File: config.mk
export PLATFORM = sky130hd
export DESIGN_NAME = core_ctrl
export DESIGN_NICKNAME = d
export VERILOG_FILES = /design/src/hdl/core_ctrl_pkg.sv /design/src/hdl/core_ctrl.sv /design/src/hdl/ctrl_fsm.sv /design/src/hdl/ctrl_redirect_encoder.sv
export VERILOG_INCLUDE_DIRS = /design/src /design/src/hdl
export SDC_FILE = /design/constraint.sdc
export NUM_CORES = 1
export LEC_CHECK = 0
export BUFFER_PORTS_ARGS = -buffer_cell sky130_fd_sc_hd__buf_4
export CORE_ASPECT_RATIO = 0.8
export CORE_MARGIN = 4
export CORE_UTILIZATION = 38
export DETAILED_ROUTE_END_ITERATION = 8
export GPL_ROUTABILITY_DRIVEN = 0
export PLACE_DENSITY = 0.8
export SLEW_MARGIN = 10
export SYNTH_ARGS = -nofsm -noshare
export SYNTH_HDL_FRONTEND = slang
export SYNTH_SLANG_ARGS = --single-unit
File: constraint.sdc
create_clock -name clk -period 1.75 [get_ports clk]
set_clock_uncertainty 0.2 [all_clocks]
set_input_delay 0.2625 -clock clk [delete_from_list [all_inputs] [get_ports clk]]
set_output_delay 0.2625 -clock clk [all_outputs]
set_load 0.01 [all_outputs]
File: src/hdl/core_ctrl_cfg.svh
`ifndef CORE_CTRL_CFG_SVH
`define CORE_CTRL_CFG_SVH

// interrupt id coming from the interrupt controller
`define CTRL_IRQ_ID_W 5

// mcause width, msb marks an interrupt
`define CTRL_CAUSE_W 6

// fetch stage pc select
`define CTRL_PC_MUX_W 3

// exception vector select
`define CTRL_EXC_PC_W 2

// synchronous exception causes, privileged spec numbering
`define CTRL_CAUSE_ILLEGAL    6'd2
`define CTRL_CAUSE_BREAKPOINT 6'd3
`define CTRL_CAUSE_ECALL_M    6'd11

`endif

File: src/hdl/core_ctrl_pkg.sv
`include "core_ctrl_cfg.svh"

package core_ctrl_pkg;

  // controller states, debug states are gone
  typedef enum logic [3:0] {
    RESET,
    BOOT_SET,
    WAIT_SLEEP,
    SLEEP,
    FIRST_FETCH,
    DECODE,
    FLUSH,
    IRQ_TAKEN
  } ctrl_state_e;

  // what the controller does this cycle, fsm to encoder
  typedef enum logic [3:0] {
    ACT_NONE,
    ACT_BOOT,
    ACT_BRANCH,
    ACT_JUMP,
    ACT_IRQ,
    ACT_ECALL,
    ACT_ILLEGAL,
    ACT_MRET,
    ACT_EBREAK
  } ctrl_act_e;

  // fetch stage pc select, values match the if stage mux
  typedef enum logic [`CTRL_PC_MUX_W-1:0] {
    PC_BOOT      = 3'd0,
    PC_JUMP      = 3'd2,
    PC_EXCEPTION = 3'd4,
    PC_ERET      = 3'd5
  } pc_mux_e;

  // exception vector offset select
  typedef enum logic [`CTRL_EXC_PC_W-1:0] {
    EXC_PC_ILLINSN = 2'd0,
    EXC_PC_ECALL   = 2'd1,
    EXC_PC_IRQ     = 2'd3
  } exc_pc_mux_e;

endpackage

File: src/hdl/core_ctrl.sv
`timescale 1ns/1ns

`include "core_ctrl_cfg.svh"

module core_ctrl (
  input  logic                          clk,
  input  logic                          rst_n,

  input  logic                          fetch_enable_i,
  input  logic                          illegal_insn_i,
  input  logic                          ecall_insn_i,
  input  logic                          mret_insn_i,
  input  logic                          pipe_flush_i,
  input  logic                          ebrk_insn_i,
  input  logic                          csr_status_i,
  input  logic                          instr_valid_i,
  input  logic                          branch_in_id_i,
  input  logic                          branch_set_i,
  input  logic                          jump_set_i,
  input  logic                          instr_multicycle_i,
  input  logic                          irq_req_i,
  input  logic [`CTRL_IRQ_ID_W-1:0]     irq_id_i,
  input  logic                          m_ie_i,
  input  logic                          id_ready_i,

  // status and stall controls
  output logic                          ctrl_busy_o,
  output logic                          first_fetch_o,
  output logic                          is_decoding_o,
  output logic                          deassert_we_o,
  output logic                          instr_req_o,
  output logic                          halt_if_o,
  output logic                          halt_id_o,
  output logic                          exc_kill_o,
  output logic [`CTRL_IRQ_ID_W-1:0]     irq_id_o,

  // redirect, causes and csr strobes
  output logic                          pc_set_o,
  output logic [`CTRL_PC_MUX_W-1:0]     pc_mux_o,
  output logic [`CTRL_EXC_PC_W-1:0]     exc_pc_mux_o,
  output logic [`CTRL_CAUSE_W-1:0]      exc_cause_o,
  output logic [`CTRL_CAUSE_W-1:0]      csr_cause_o,
  output logic                          csr_save_if_o,
  output logic                          csr_save_id_o,
  output logic                          csr_save_cause_o,
  output logic                          csr_restore_mret_o,
  output logic                          irq_ack_o,
  output logic                          exc_ack_o,
  output logic                          perf_jump_o,
  output logic                          perf_tbranch_o
);

  import core_ctrl_pkg::*;

  // decision from the fsm
  ctrl_act_e                 act;
  // irq id as seen by the fsm
  logic [`CTRL_IRQ_ID_W-1:0] irq_id;

  assign irq_id_o = irq_id;

  //////////////////////////////////////////////////////////////////////
  // state machine and redirect encoder
  //////////////////////////////////////////////////////////////////////

  ctrl_fsm ctrl_fsm_i (
    .clk                (clk),
    .rst_n              (rst_n),
    .fetch_enable_i     (fetch_enable_i),
    .illegal_insn_i     (illegal_insn_i),
    .ecall_insn_i       (ecall_insn_i),
    .mret_insn_i        (mret_insn_i),
    .pipe_flush_i       (pipe_flush_i),
    .ebrk_insn_i        (ebrk_insn_i),
    .csr_status_i       (csr_status_i),
    .instr_valid_i      (instr_valid_i),
    .branch_in_id_i     (branch_in_id_i),
    .branch_set_i       (branch_set_i),
    .jump_set_i         (jump_set_i),
    .instr_multicycle_i (instr_multicycle_i),
    .irq_req_i          (irq_req_i),
    .irq_id_i           (irq_id_i),
    .m_ie_i             (m_ie_i),
    .id_ready_i         (id_ready_i),
    .ctrl_busy_o        (ctrl_busy_o),
    .first_fetch_o      (first_fetch_o),
    .is_decoding_o      (is_decoding_o),
    .deassert_we_o      (deassert_we_o),
    .instr_req_o        (instr_req_o),
    .halt_if_o          (halt_if_o),
    .halt_id_o          (halt_id_o),
    .exc_kill_o         (exc_kill_o),
    .act_o              (act),
    .irq_id_o           (irq_id)
  );

  ctrl_redirect_encoder ctrl_redirect_encoder_i (
    .act_i              (act),
    .irq_id_i           (irq_id),
    .pc_set_o           (pc_set_o),
    .pc_mux_o           (pc_mux_o),
    .exc_pc_mux_o       (exc_pc_mux_o),
    .exc_cause_o        (exc_cause_o),
    .csr_cause_o        (csr_cause_o),
    .csr_save_if_o      (csr_save_if_o),
    .csr_save_id_o      (csr_save_id_o),
    .csr_save_cause_o   (csr_save_cause_o),
    .csr_restore_mret_o (csr_restore_mret_o),
    .irq_ack_o          (irq_ack_o),
    .exc_ack_o          (exc_ack_o),
    .perf_jump_o        (perf_jump_o),
    .perf_tbranch_o     (perf_tbranch_o)
  );

  // acknowledge is a single cycle strobe, fsm leaves IRQ_TAKEN at once
  a_irq_ack_pulse: assert property (
    @(posedge clk) disable iff (!rst_n)
    irq_ack_o |=> !irq_ack_o
  ) else $error("irq acknowledge held for more than one cycle");

endmodule

File: src/hdl/ctrl_fsm.sv
`timescale 1ns/1ns

`include "core_ctrl_cfg.svh"

module ctrl_fsm (
  input  logic                          clk,
  input  logic                          rst_n,

  // start of execution
  input  logic                          fetch_enable_i,

  // decoder flags, at most one high per cycle
  input  logic                          illegal_insn_i,
  input  logic                          ecall_insn_i,
  input  logic                          mret_insn_i,
  input  logic                          pipe_flush_i,
  input  logic                          ebrk_insn_i,
  input  logic                          csr_status_i,

  // if/id pipeline and branch unit
  input  logic                          instr_valid_i,
  input  logic                          branch_in_id_i,
  input  logic                          branch_set_i,
  input  logic                          jump_set_i,
  input  logic                          instr_multicycle_i,

  // interrupt controller and csr
  input  logic                          irq_req_i,
  input  logic [`CTRL_IRQ_ID_W-1:0]     irq_id_i,
  input  logic                          m_ie_i,

  // id stage ready for a new instruction
  input  logic                          id_ready_i,

  output logic                          ctrl_busy_o,
  output logic                          first_fetch_o,
  output logic                          is_decoding_o,
  output logic                          deassert_we_o,
  output logic                          instr_req_o,
  output logic                          halt_if_o,
  output logic                          halt_id_o,
  output logic                          exc_kill_o,

  // decision for the redirect encoder
  output core_ctrl_pkg::ctrl_act_e      act_o,
  output logic [`CTRL_IRQ_ID_W-1:0]     irq_id_o
);

  import core_ctrl_pkg::*;

  ctrl_state_e state_q;
  ctrl_state_e state_d;

  // interrupt pending and enabled in mstatus
  logic irq_enabled;
  // instruction in id can be interrupted safely
  logic irq_window;
  // any instruction that needs a pipeline flush
  logic flush_insn;

  assign irq_enabled = irq_req_i & m_ie_i;
  assign irq_window  = ~instr_multicycle_i & ~branch_in_id_i;
  assign flush_insn  = illegal_insn_i | ecall_insn_i | mret_insn_i |
                       pipe_flush_i | ebrk_insn_i | csr_status_i;

  // id travels untouched to the encoder
  assign irq_id_o = irq_id_i;

  //////////////////////////////////////////////////////////////////////
  // next state and control decisions
  //////////////////////////////////////////////////////////////////////

  always_comb begin
    // defaults, fetch running and no redirect
    state_d       = state_q;
    act_o         = ACT_NONE;
    instr_req_o   = 1'b1;
    ctrl_busy_o   = 1'b1;
    is_decoding_o = 1'b0;
    first_fetch_o = 1'b0;
    halt_if_o     = 1'b0;
    halt_id_o     = 1'b0;
    exc_kill_o    = 1'b0;

    unique case (state_q)
      // idle until fetch enable
      RESET: begin
        ctrl_busy_o = 1'b0;
        instr_req_o = 1'b0;
        if (fetch_enable_i) begin
          state_d = BOOT_SET;
        end
      end

      // load boot address into the prefetcher
      BOOT_SET: begin
        act_o   = ACT_BOOT;
        state_d = FIRST_FETCH;
      end

      // one cycle to let the pipe drain before sleeping
      WAIT_SLEEP: begin
        ctrl_busy_o = 1'b0;
        instr_req_o = 1'b0;
        halt_if_o   = 1'b1;
        halt_id_o   = 1'b1;
        state_d     = SLEEP;
      end

      // clock can be gated here
      // wake on fetch enable or any interrupt request, masked or not
      SLEEP: begin
        ctrl_busy_o = 1'b0;
        instr_req_o = 1'b0;
        halt_if_o   = 1'b1;
        halt_id_o   = 1'b1;
        if (fetch_enable_i || irq_req_i) begin
          state_d = FIRST_FETCH;
        end
      end

      // wait for the first instruction to reach id
      FIRST_FETCH: begin
        first_fetch_o = 1'b1;
        if (id_ready_i) begin
          state_d = DECODE;
        end
        // pipe is empty here, an interrupt can be taken right away
        if (irq_enabled) begin
          state_d   = IRQ_TAKEN;
          halt_if_o = 1'b1;
          halt_id_o = 1'b1;
        end
      end

      DECODE: begin
        if (instr_valid_i) begin
          is_decoding_o = 1'b1;
          // taken branch and jump redirect in the same cycle
          if (branch_set_i) begin
            act_o = ACT_BRANCH;
          end else if (jump_set_i) begin
            act_o = ACT_JUMP;
          end else if (flush_insn) begin
            // hold id so the flag is still there in FLUSH
            state_d   = FLUSH;
            halt_if_o = 1'b1;
            halt_id_o = 1'b1;
          end else if (irq_enabled && irq_window) begin
            state_d   = IRQ_TAKEN;
            halt_if_o = 1'b1;
            halt_id_o = 1'b1;
          end else begin
            // masked interrupt in a safe window, hint to kill exceptions
            exc_kill_o = irq_req_i & ~m_ie_i & irq_window;
          end
        end else if (irq_enabled) begin
          // bubble in id, nothing to protect
          state_d   = IRQ_TAKEN;
          halt_if_o = 1'b1;
          halt_id_o = 1'b1;
        end
      end

      // single cycle, encoder does the vector and cause
      IRQ_TAKEN: begin
        act_o   = ACT_IRQ;
        state_d = DECODE;
      end

      // flags are held stable by halt_id from the previous cycle
      FLUSH: begin
        halt_if_o = ~fetch_enable_i;
        halt_id_o = 1'b1;

        if (ecall_insn_i) begin
          act_o = ACT_ECALL;
        end else if (illegal_insn_i) begin
          act_o = ACT_ILLEGAL;
        end else if (mret_insn_i) begin
          act_o = ACT_MRET;
        end else if (ebrk_insn_i) begin
          act_o = ACT_EBREAK;
        end
        // csr_status and pipe_flush only flush, no redirect

        // mret and pipe flush act as wfi when fetch is disabled
        if (!fetch_enable_i && (mret_insn_i || pipe_flush_i)) begin
          state_d = WAIT_SLEEP;
        end else begin
          state_d = DECODE;
        end
      end

      default: begin
        instr_req_o = 1'b0;
        state_d     = RESET;
      end
    endcase
  end

  // no register writes when id holds nothing useful
  assign deassert_we_o = ~is_decoding_o | illegal_insn_i;

  //////////////////////////////////////////////////////////////////////
  // state register
  //////////////////////////////////////////////////////////////////////

  always_ff @(posedge clk or negedge rst_n) begin
    if (!rst_n) begin
      state_q <= RESET;
    end else begin
      state_q <= state_d;
    end
  end

  //////////////////////////////////////////////////////////////////////
  // assertions
  //////////////////////////////////////////////////////////////////////

  // decoder raises one flag at a time, priority above relies on it
  a_flags_onehot: assert property (
    @(posedge clk) disable iff (!rst_n)
    $onehot0({illegal_insn_i, ecall_insn_i, mret_insn_i, pipe_flush_i,
              ebrk_insn_i, csr_status_i, branch_set_i, jump_set_i})
  ) else $error("decoder flags not one-hot");

  // state register stays inside the legal encodings
  a_state_legal: assert property (
    @(posedge clk) disable iff (!rst_n)
    state_q inside {RESET, BOOT_SET, WAIT_SLEEP, SLEEP,
                    FIRST_FETCH, DECODE, FLUSH, IRQ_TAKEN}
  ) else $error("controller state out of range");

endmodule

File: src/hdl/ctrl_redirect_encoder.sv
`timescale 1ns/1ns

`include "core_ctrl_cfg.svh"

module ctrl_redirect_encoder (
  // action chosen by the fsm this cycle
  input  core_ctrl_pkg::ctrl_act_e      act_i,
  input  logic [`CTRL_IRQ_ID_W-1:0]     irq_id_i,

  // prefetcher redirect
  output logic                          pc_set_o,
  output logic [`CTRL_PC_MUX_W-1:0]     pc_mux_o,
  output logic [`CTRL_EXC_PC_W-1:0]     exc_pc_mux_o,

  // cause codes, exception unit and mcause
  output logic [`CTRL_CAUSE_W-1:0]      exc_cause_o,
  output logic [`CTRL_CAUSE_W-1:0]      csr_cause_o,

  // csr strobes
  output logic                          csr_save_if_o,
  output logic                          csr_save_id_o,
  output logic                          csr_save_cause_o,
  output logic                          csr_restore_mret_o,

  // acknowledges
  output logic                          irq_ack_o,
  output logic                          exc_ack_o,

  // performance counter strobes
  output logic                          perf_jump_o,
  output logic                          perf_tbranch_o
);

  import core_ctrl_pkg::*;

  always_comb begin
    // defaults, no redirect and no strobes
    pc_set_o           = 1'b0;
    pc_mux_o           = PC_BOOT;
    exc_pc_mux_o       = EXC_PC_IRQ;
    exc_cause_o        = '0;
    csr_cause_o        = '0;
    csr_save_if_o      = 1'b0;
    csr_save_id_o      = 1'b0;
    csr_save_cause_o   = 1'b0;
    csr_restore_mret_o = 1'b0;
    irq_ack_o          = 1'b0;
    exc_ack_o          = 1'b0;
    perf_jump_o        = 1'b0;
    perf_tbranch_o     = 1'b0;

    unique case (act_i)
      ACT_BOOT: begin
        pc_set_o = 1'b1;
        pc_mux_o = PC_BOOT;
      end

      // target comes from the branch unit in id
      ACT_BRANCH: begin
        pc_set_o       = 1'b1;
        pc_mux_o       = PC_JUMP;
        perf_tbranch_o = 1'b1;
      end

      ACT_JUMP: begin
        pc_set_o    = 1'b1;
        pc_mux_o    = PC_JUMP;
        perf_jump_o = 1'b1;
      end

      // mepc from if stage, mcause msb set for interrupts
      ACT_IRQ: begin
        pc_set_o         = 1'b1;
        pc_mux_o         = PC_EXCEPTION;
        exc_pc_mux_o     = EXC_PC_IRQ;
        exc_cause_o      = {1'b0, irq_id_i};
        csr_cause_o      = {1'b1, irq_id_i};
        csr_save_if_o    = 1'b1;
        csr_save_cause_o = 1'b1;
        irq_ack_o        = 1'b1;
        exc_ack_o        = 1'b1;
      end

      // synchronous traps save the id stage pc
      ACT_ECALL: begin
        pc_set_o         = 1'b1;
        pc_mux_o         = PC_EXCEPTION;
        exc_pc_mux_o     = EXC_PC_ECALL;
        exc_cause_o      = `CTRL_CAUSE_ECALL_M;
        csr_cause_o      = `CTRL_CAUSE_ECALL_M;
        csr_save_id_o    = 1'b1;
        csr_save_cause_o = 1'b1;
      end

      ACT_ILLEGAL: begin
        pc_set_o         = 1'b1;
        pc_mux_o         = PC_EXCEPTION;
        exc_pc_mux_o     = EXC_PC_ILLINSN;
        exc_cause_o      = `CTRL_CAUSE_ILLEGAL;
        csr_cause_o      = `CTRL_CAUSE_ILLEGAL;
        csr_save_id_o    = 1'b1;
        csr_save_cause_o = 1'b1;
      end

      // back to mepc, csr file restores mstatus
      ACT_MRET: begin
        pc_set_o           = 1'b1;
        pc_mux_o           = PC_ERET;
        csr_restore_mret_o = 1'b1;
      end

      // without debug an ebreak only reports its cause
      ACT_EBREAK: begin
        exc_cause_o = `CTRL_CAUSE_BREAKPOINT;
      end

      default: begin
      end
    endcase
  end

endmodule

# Word level (Yosys, flattened, before mapping)
# Cells that the tools add are included.
# Widths: inputs -> output; s select.
[totals]
elab_cells = 103
register_bits = 4
in_bits = 22
out_inout_bits = 39
[op_classes]
n_reduce_logical = 15
n_eq_ne = 22
n_mux = 50
n_bitwise = 15
[ops]
columns = ["cell", "n"]
rows = [
  ["$mux 4", 16],
  ["$eq 4x3->1 const B", 8],
  ["$pmux 4 s8", 1],
  ["$mux 1", 24],
  ["$pmux 5 s4", 1],
  ["$pmux 6 s3", 1],
  ["$eq 4x2->1 const B", 4],
  ["$pmux 4 s4", 1],
  ["$pmux 3 s3", 1],
  ["$reduce_or 3->1", 3],
  ["$eq 4x1->1 const B", 2],
  ["$reduce_and 7->1", 1],
  ["$reduce_or 7->1", 1],
  ["$ne 3x2->1 const B", 2],
  ["$ne 3x3->1 const B", 2],
  ["$or 1x1->1", 6],
  ["$reduce_or 2->1", 3],
  ["$not 1->1", 5],
  ["$reduce_or 5->1", 1],
  ["$and 1x1->1", 4],
  ["$eq 4x4->1 const B", 1],
  ["$logic_not 4->1", 1],
  ["$ne 4x2->1 const B", 1],
  ["$pmux 1 s4", 1],
  ["other kinds (9)", 11],
]

# Depth between registers and ports, before layout
[logic_depth]
ltp_word = 10
depth_mapped = 6
mapped_depth_nobuf = 4

# Modules after synthesis
# Synthesis repeated with hierarchy kept, for this count alone.
[unflattened]
cells_unflattened = 117
hier_area_um2 = 767.0
[by_module_without_submodules]
columns = ["mod", "cells_each", "seq_area_each_um2", "instances", "area_per_inst_um2"]
rows = [
  ["ctrl_fsm", 76, 75.1, 1, 500.5],
  ["ctrl_redirect_encoder", 41, 0.0, 1, 266.5],
]

# Worst setup path after synthesis
# OpenSTA, ideal clock, no wires.
[synth_path]
kind = "register -> output"
from = "register ctrl_fsm_i.state_q[0]"
to = "output port exc_cause_o[2]"
required_time_ns = 1.287
slack_ns = -0.117
t_arrival_ns = 1.405
path_stages_with_launch = 7
n_path_buf = 3
cell_sequence = "dfrtp_1 buf_2 inv_1 buf_2 nor2_1 and2_1 buf_4"
[synth_via]
elab_chain_cells = 4
elab_cells_between_ends = 10
cone_classes = "eq/ne: 8; mux: 2"
[synth_lines]
columns = ["item", "line", "text"]
rows = [
  ["start: declaration", "ctrl_fsm.sv:51", "ctrl_state_e state_q;"],
  ["start signal: assignment", "ctrl_fsm.sv:213", "state_q <= state_d;"],
  ["$eq 4x3->1 / $eq 4x1->1 (equally long branches)", "ctrl_fsm.sv:85", "unique case (state_q)"],
  ["$pmux 4 s4 *", "ctrl_fsm.sv:85", ""],
  ["$eq 4x4->1 / $eq 4x3->1 (equally long branches)", "ctrl_redirect_encoder.sv:52", "unique case (act_i)"],
  ["$pmux 5 s4 *", "ctrl_redirect_encoder.sv:52", ""],
  ["end: declaration", "core_ctrl.sv:41", "output logic [`CTRL_CAUSE_W-1:0] exc_cause_o,"],
]
# Every way passes the cells marked *; elsewhere a longest branch is shown, timed or not.

# Final worst setup path
[layout_path]
from = "register ctrl_fsm_i.state_q[1]"
to = "output port csr_restore_mret_o"
[layout_via]
elab_chain_cells = 4
elab_cells_between_ends = 7
cone_classes = "eq/ne: 5; mux: 2"
[layout_lines]
columns = ["item", "line", "text"]
rows = [
  ["$eq 4x3->1 / $eq 4x1->1 (equally long branches)", "ctrl_fsm.sv:85", ""],
  ["$pmux 4 s4 *", "ctrl_fsm.sv:85", ""],
  ["$eq 4x3->1 *", "ctrl_redirect_encoder.sv:52", ""],
  ["$mux 1 *", "ctrl_redirect_encoder.sv:52", ""],
  ["end: declaration", "core_ctrl.sv:46", "output logic csr_restore_mret_o,"],
]
# Marks and branches as above.

==> flow_metrics.tcl <==
set metrics [dict create \
    outcome "finished with violations" \
    violations "negative setup slack" \
    crit_family "simple AND/OR/NAND/NOR gates" \
    r2r_end "ctrl_fsm_i.state_q[0]" \
    ys_ff_latch 3 \
    slowest_delay_ps 440 \
    numClockSinks 3 \
    crit_cells 5 \
    largest_reg_flops 3 \
    min_period_ps 2082 \
    ys.flop_type "dfrtp_1" \
    path_buf_inv 1 \
    wl_um 3926 \
    initial_utilization_pct 42.27 \
    yosysSeqAreaShare_pct 10.40 \
    track_usage_pct 22.11 \
    grt_pass1_wl_um 4609 \
    dr_total_vias 1185 \
    clock_latency_ps 240 \
    vias_per_cell 5.809 \
    core_mm2 0.001708 \
    grt_start_max_net_pins 12 \
    ir_drop_mv 1.272 \
    routedWlPerCell_um 19.25 \
    finalHoldViolCount 0 \
    cp_max_fo 5 \
    largestRegisters "ctrl_fsm_i.state_q: 3 flops" \
    grt_pass1_vias 1046 \
    clk_pin_slew_ps 40 \
    firstDrtPassIters 6 \
    io_buffers 59 \
    dieArea_mm2 0.002665 \
    first_iter_violations 57 \
    fmax_mhz 480.3 \
    finalSetupViolations 29 \
    die_width_um 56.73 \
    nFillCells 69 \
    synth-edff-count 0 \
    overflow 0 \
    syn-mean-instance-area_um2 6.747 \
    yosysUniqueCellTypes 41 \
    num-nets-final 205 \
    cp-end-kind "output port" \
    grt_antenna_before_repair 0 \
    ff2ff_setup_slack_ps 50 \
    place_area_mm2 0.001260 \
    worst_slew_pin_slew_ps 540.1 \
    rows 13 \
    tns_ps -3818 \
    clockRootBuffer "clkbuf_4" \
    crit_chain "nand4b_4, nor2_4, a21oi_2, nor3_1, buf_4" \
    dp_hpwl_um 2317 \
    slew_headroom_pct 63.90 \
    slowest_stage "dfrtp_2" \
    area_delta_synth_final_pct 115.9 \
    syn_nets 129 \
    powerDensity_mw_per_mm2 1302 \
    required_ps 1290 \
    postRouteAntennaNets 0 \
    rsz0062_at_grt "yes" \
    stdcell_area_mm2 0.001559 \
    cts_tree "built" \
    pre_cts_slack_ps -132.5 \
    cp.arrival_ps 1620 \
    finalMaxSlewViolations 0 \
    cts_buffers 3 \
    ys_async_sr_fraction_pct 100.0 \
    yosys_warnings 0 \
    cap_viol_max_count 0 \
    syn_inst 107 \
    hp-class "in -> async" \
    diodes 0 \
    critPathKind "reg -> out" \
    power_uw 2030 \
    crit_path_start_kind "flip-flop" \
    syn_area_um2 721.9 \
    finalCritPeriodShare_pct 119.0 \
    regMostFlops "ctrl_fsm_i.state_q" \
    die_height_um 46.99 \
    drcViolationCount 0 \
    ff2ff_path_depth 6 \
    layout-drive-gt1-share_pct 73.63 \
    layout_setup_ws_ps -331.9 \
    leakagePower_uw 0.0007450 \
    clockBufferDepth 2 \
    htree_levels 1 \
    num_io_pins 61 \
    reg2reg_from "ctrl_fsm_i.state_q[1]" \
]
[power breakdown]
group | total, uW | switching (uW) | internal, uW | leakage [uW]
registers | 148 | 47.7 | 100 | 0.0000299
logic | 1760 | 873 | 882 | 0.000700
clock network | 127 | 41.4 | 85.8 | 0.0000150
total | 2030 | 962 | 1070 | 0.000745
[kinds of logic after synthesis]
logic type             count (synthesis)  share of synthesized area [%]
buffers and inverters                 23                          19.06
AO/OA/AOI/OAI                         29                          27.91
multiplexers                           2                          2.773
flip-flops                             3                          10.40
AND/OR/NAND/NOR                       49                          39.34
other                                  1                         0.5194
[cell usage after synthesis (2+ instances only)]
cell,instances,area (um^2)
nand2_1,11,41.29
nand2b_1,2,12.51
buf_2,5,25.02
a21oi_1,10,50.05
o21ai_0,3,15.01
inv_1,6,22.52
and2_1,4,25.02
dfrtp_1,3,75.07
mux2i_1,2,20.02
nor4_1,3,18.77
buf_4,10,75.07
nor2_1,13,48.80
o21ai_1,2,10.01
a211o_1,2,17.52
nor3b_1,2,15.01
nor3_1,4,20.02
[routing by layer]
metal / global-route usage [%] / up-vias / part of all wire (%) / wire (um)
met4: 13.89 / 0 / 5.5 / 215
li1: - / 520 / - / -
met2: 38.94 / 87 / 48 / 1886
met5: 0 / - / 0 / 0
met1: 25.28 / 554 / 38 / 1479
met3: 4.945 / 24 / 8.8 / 345
[metrics by stage]
stage	std cells	hold WS (ps)	util (%)
after floorplan	107	-233.1	-
after global placement	194	-150.0	73.77
after detailed placement	194	-148.3	73.77
after CTS	202	142.6	81.69
after global routing	204	167.6	91.28
final	204	170.5	91.28
[worst max path at each step]
stage                                     start            endpoint  slack (ps)
final                     ctrl_fsm_i.state_q[1]  csr_restore_mret_o        -330
after global routing      ctrl_fsm_i.state_q[1]  csr_restore_mret_o        -470
after CTS                 ctrl_fsm_i.state_q[0]      exc_cause_o[1]        -210
after detailed placement            ebrk_insn_i           halt_if_o        -130
after global placement              ebrk_insn_i           halt_if_o        -100
after floorplan           ctrl_fsm_i.state_q[2]  csr_restore_mret_o          20
[what timing repair did]
item / in CTS / in global routing
pin swaps: 8 / 8
gates cloned: 0 / 0
setup buffers: 3 / 2
setup endpoints to repair: 29 / 34
hold buffers: 1 / 0
endpoints found under the hold margin: 3 / 0
gates resized for setup: 22 / 34
[cell type report]
| class | count | area, um^2 | share of cell area, % |
|---|---|---|---|
| tap | 22 | 27.53 | 1.766 |
| inverter | 6 | 25.02 | 1.605 |
| sequential | 3 | 78.83 | 5.056 |
| timing repair buffer | 88 | 700.7 | 44.94 |
| multi-input combinational | 81 | 700.7 | 44.94 |
| clock buffer | 4 | 26.28 | 1.685 |
[placed cells by master, fill, tap and decap left out, drive strengths merged]
master        n
dfrtp         3
a311oi        1
o221ai        1
nand2b        2
o31ai         1
a211oi        1
clkbuf        4
a221oi        1
o21ai         5
a211o         2
nand4b        1
nor3b         2
nand2        11
or3           1
and3          1
inv           6
or2           1
mux2i         2
nand4bb       1
o21bai        1
buf          87
o22ai         1
a31oi         1
a2111oi       1
nand3b        1
dlygate4sd3   1
conb          1
a21o          1
o21a          1
nor2         14
a21oi        10
and2          4
nor4          4
and2b         1
nor3          4
nor4b         1
o32ai         1
Note: power is estimated with default switching activity, not from simulation.
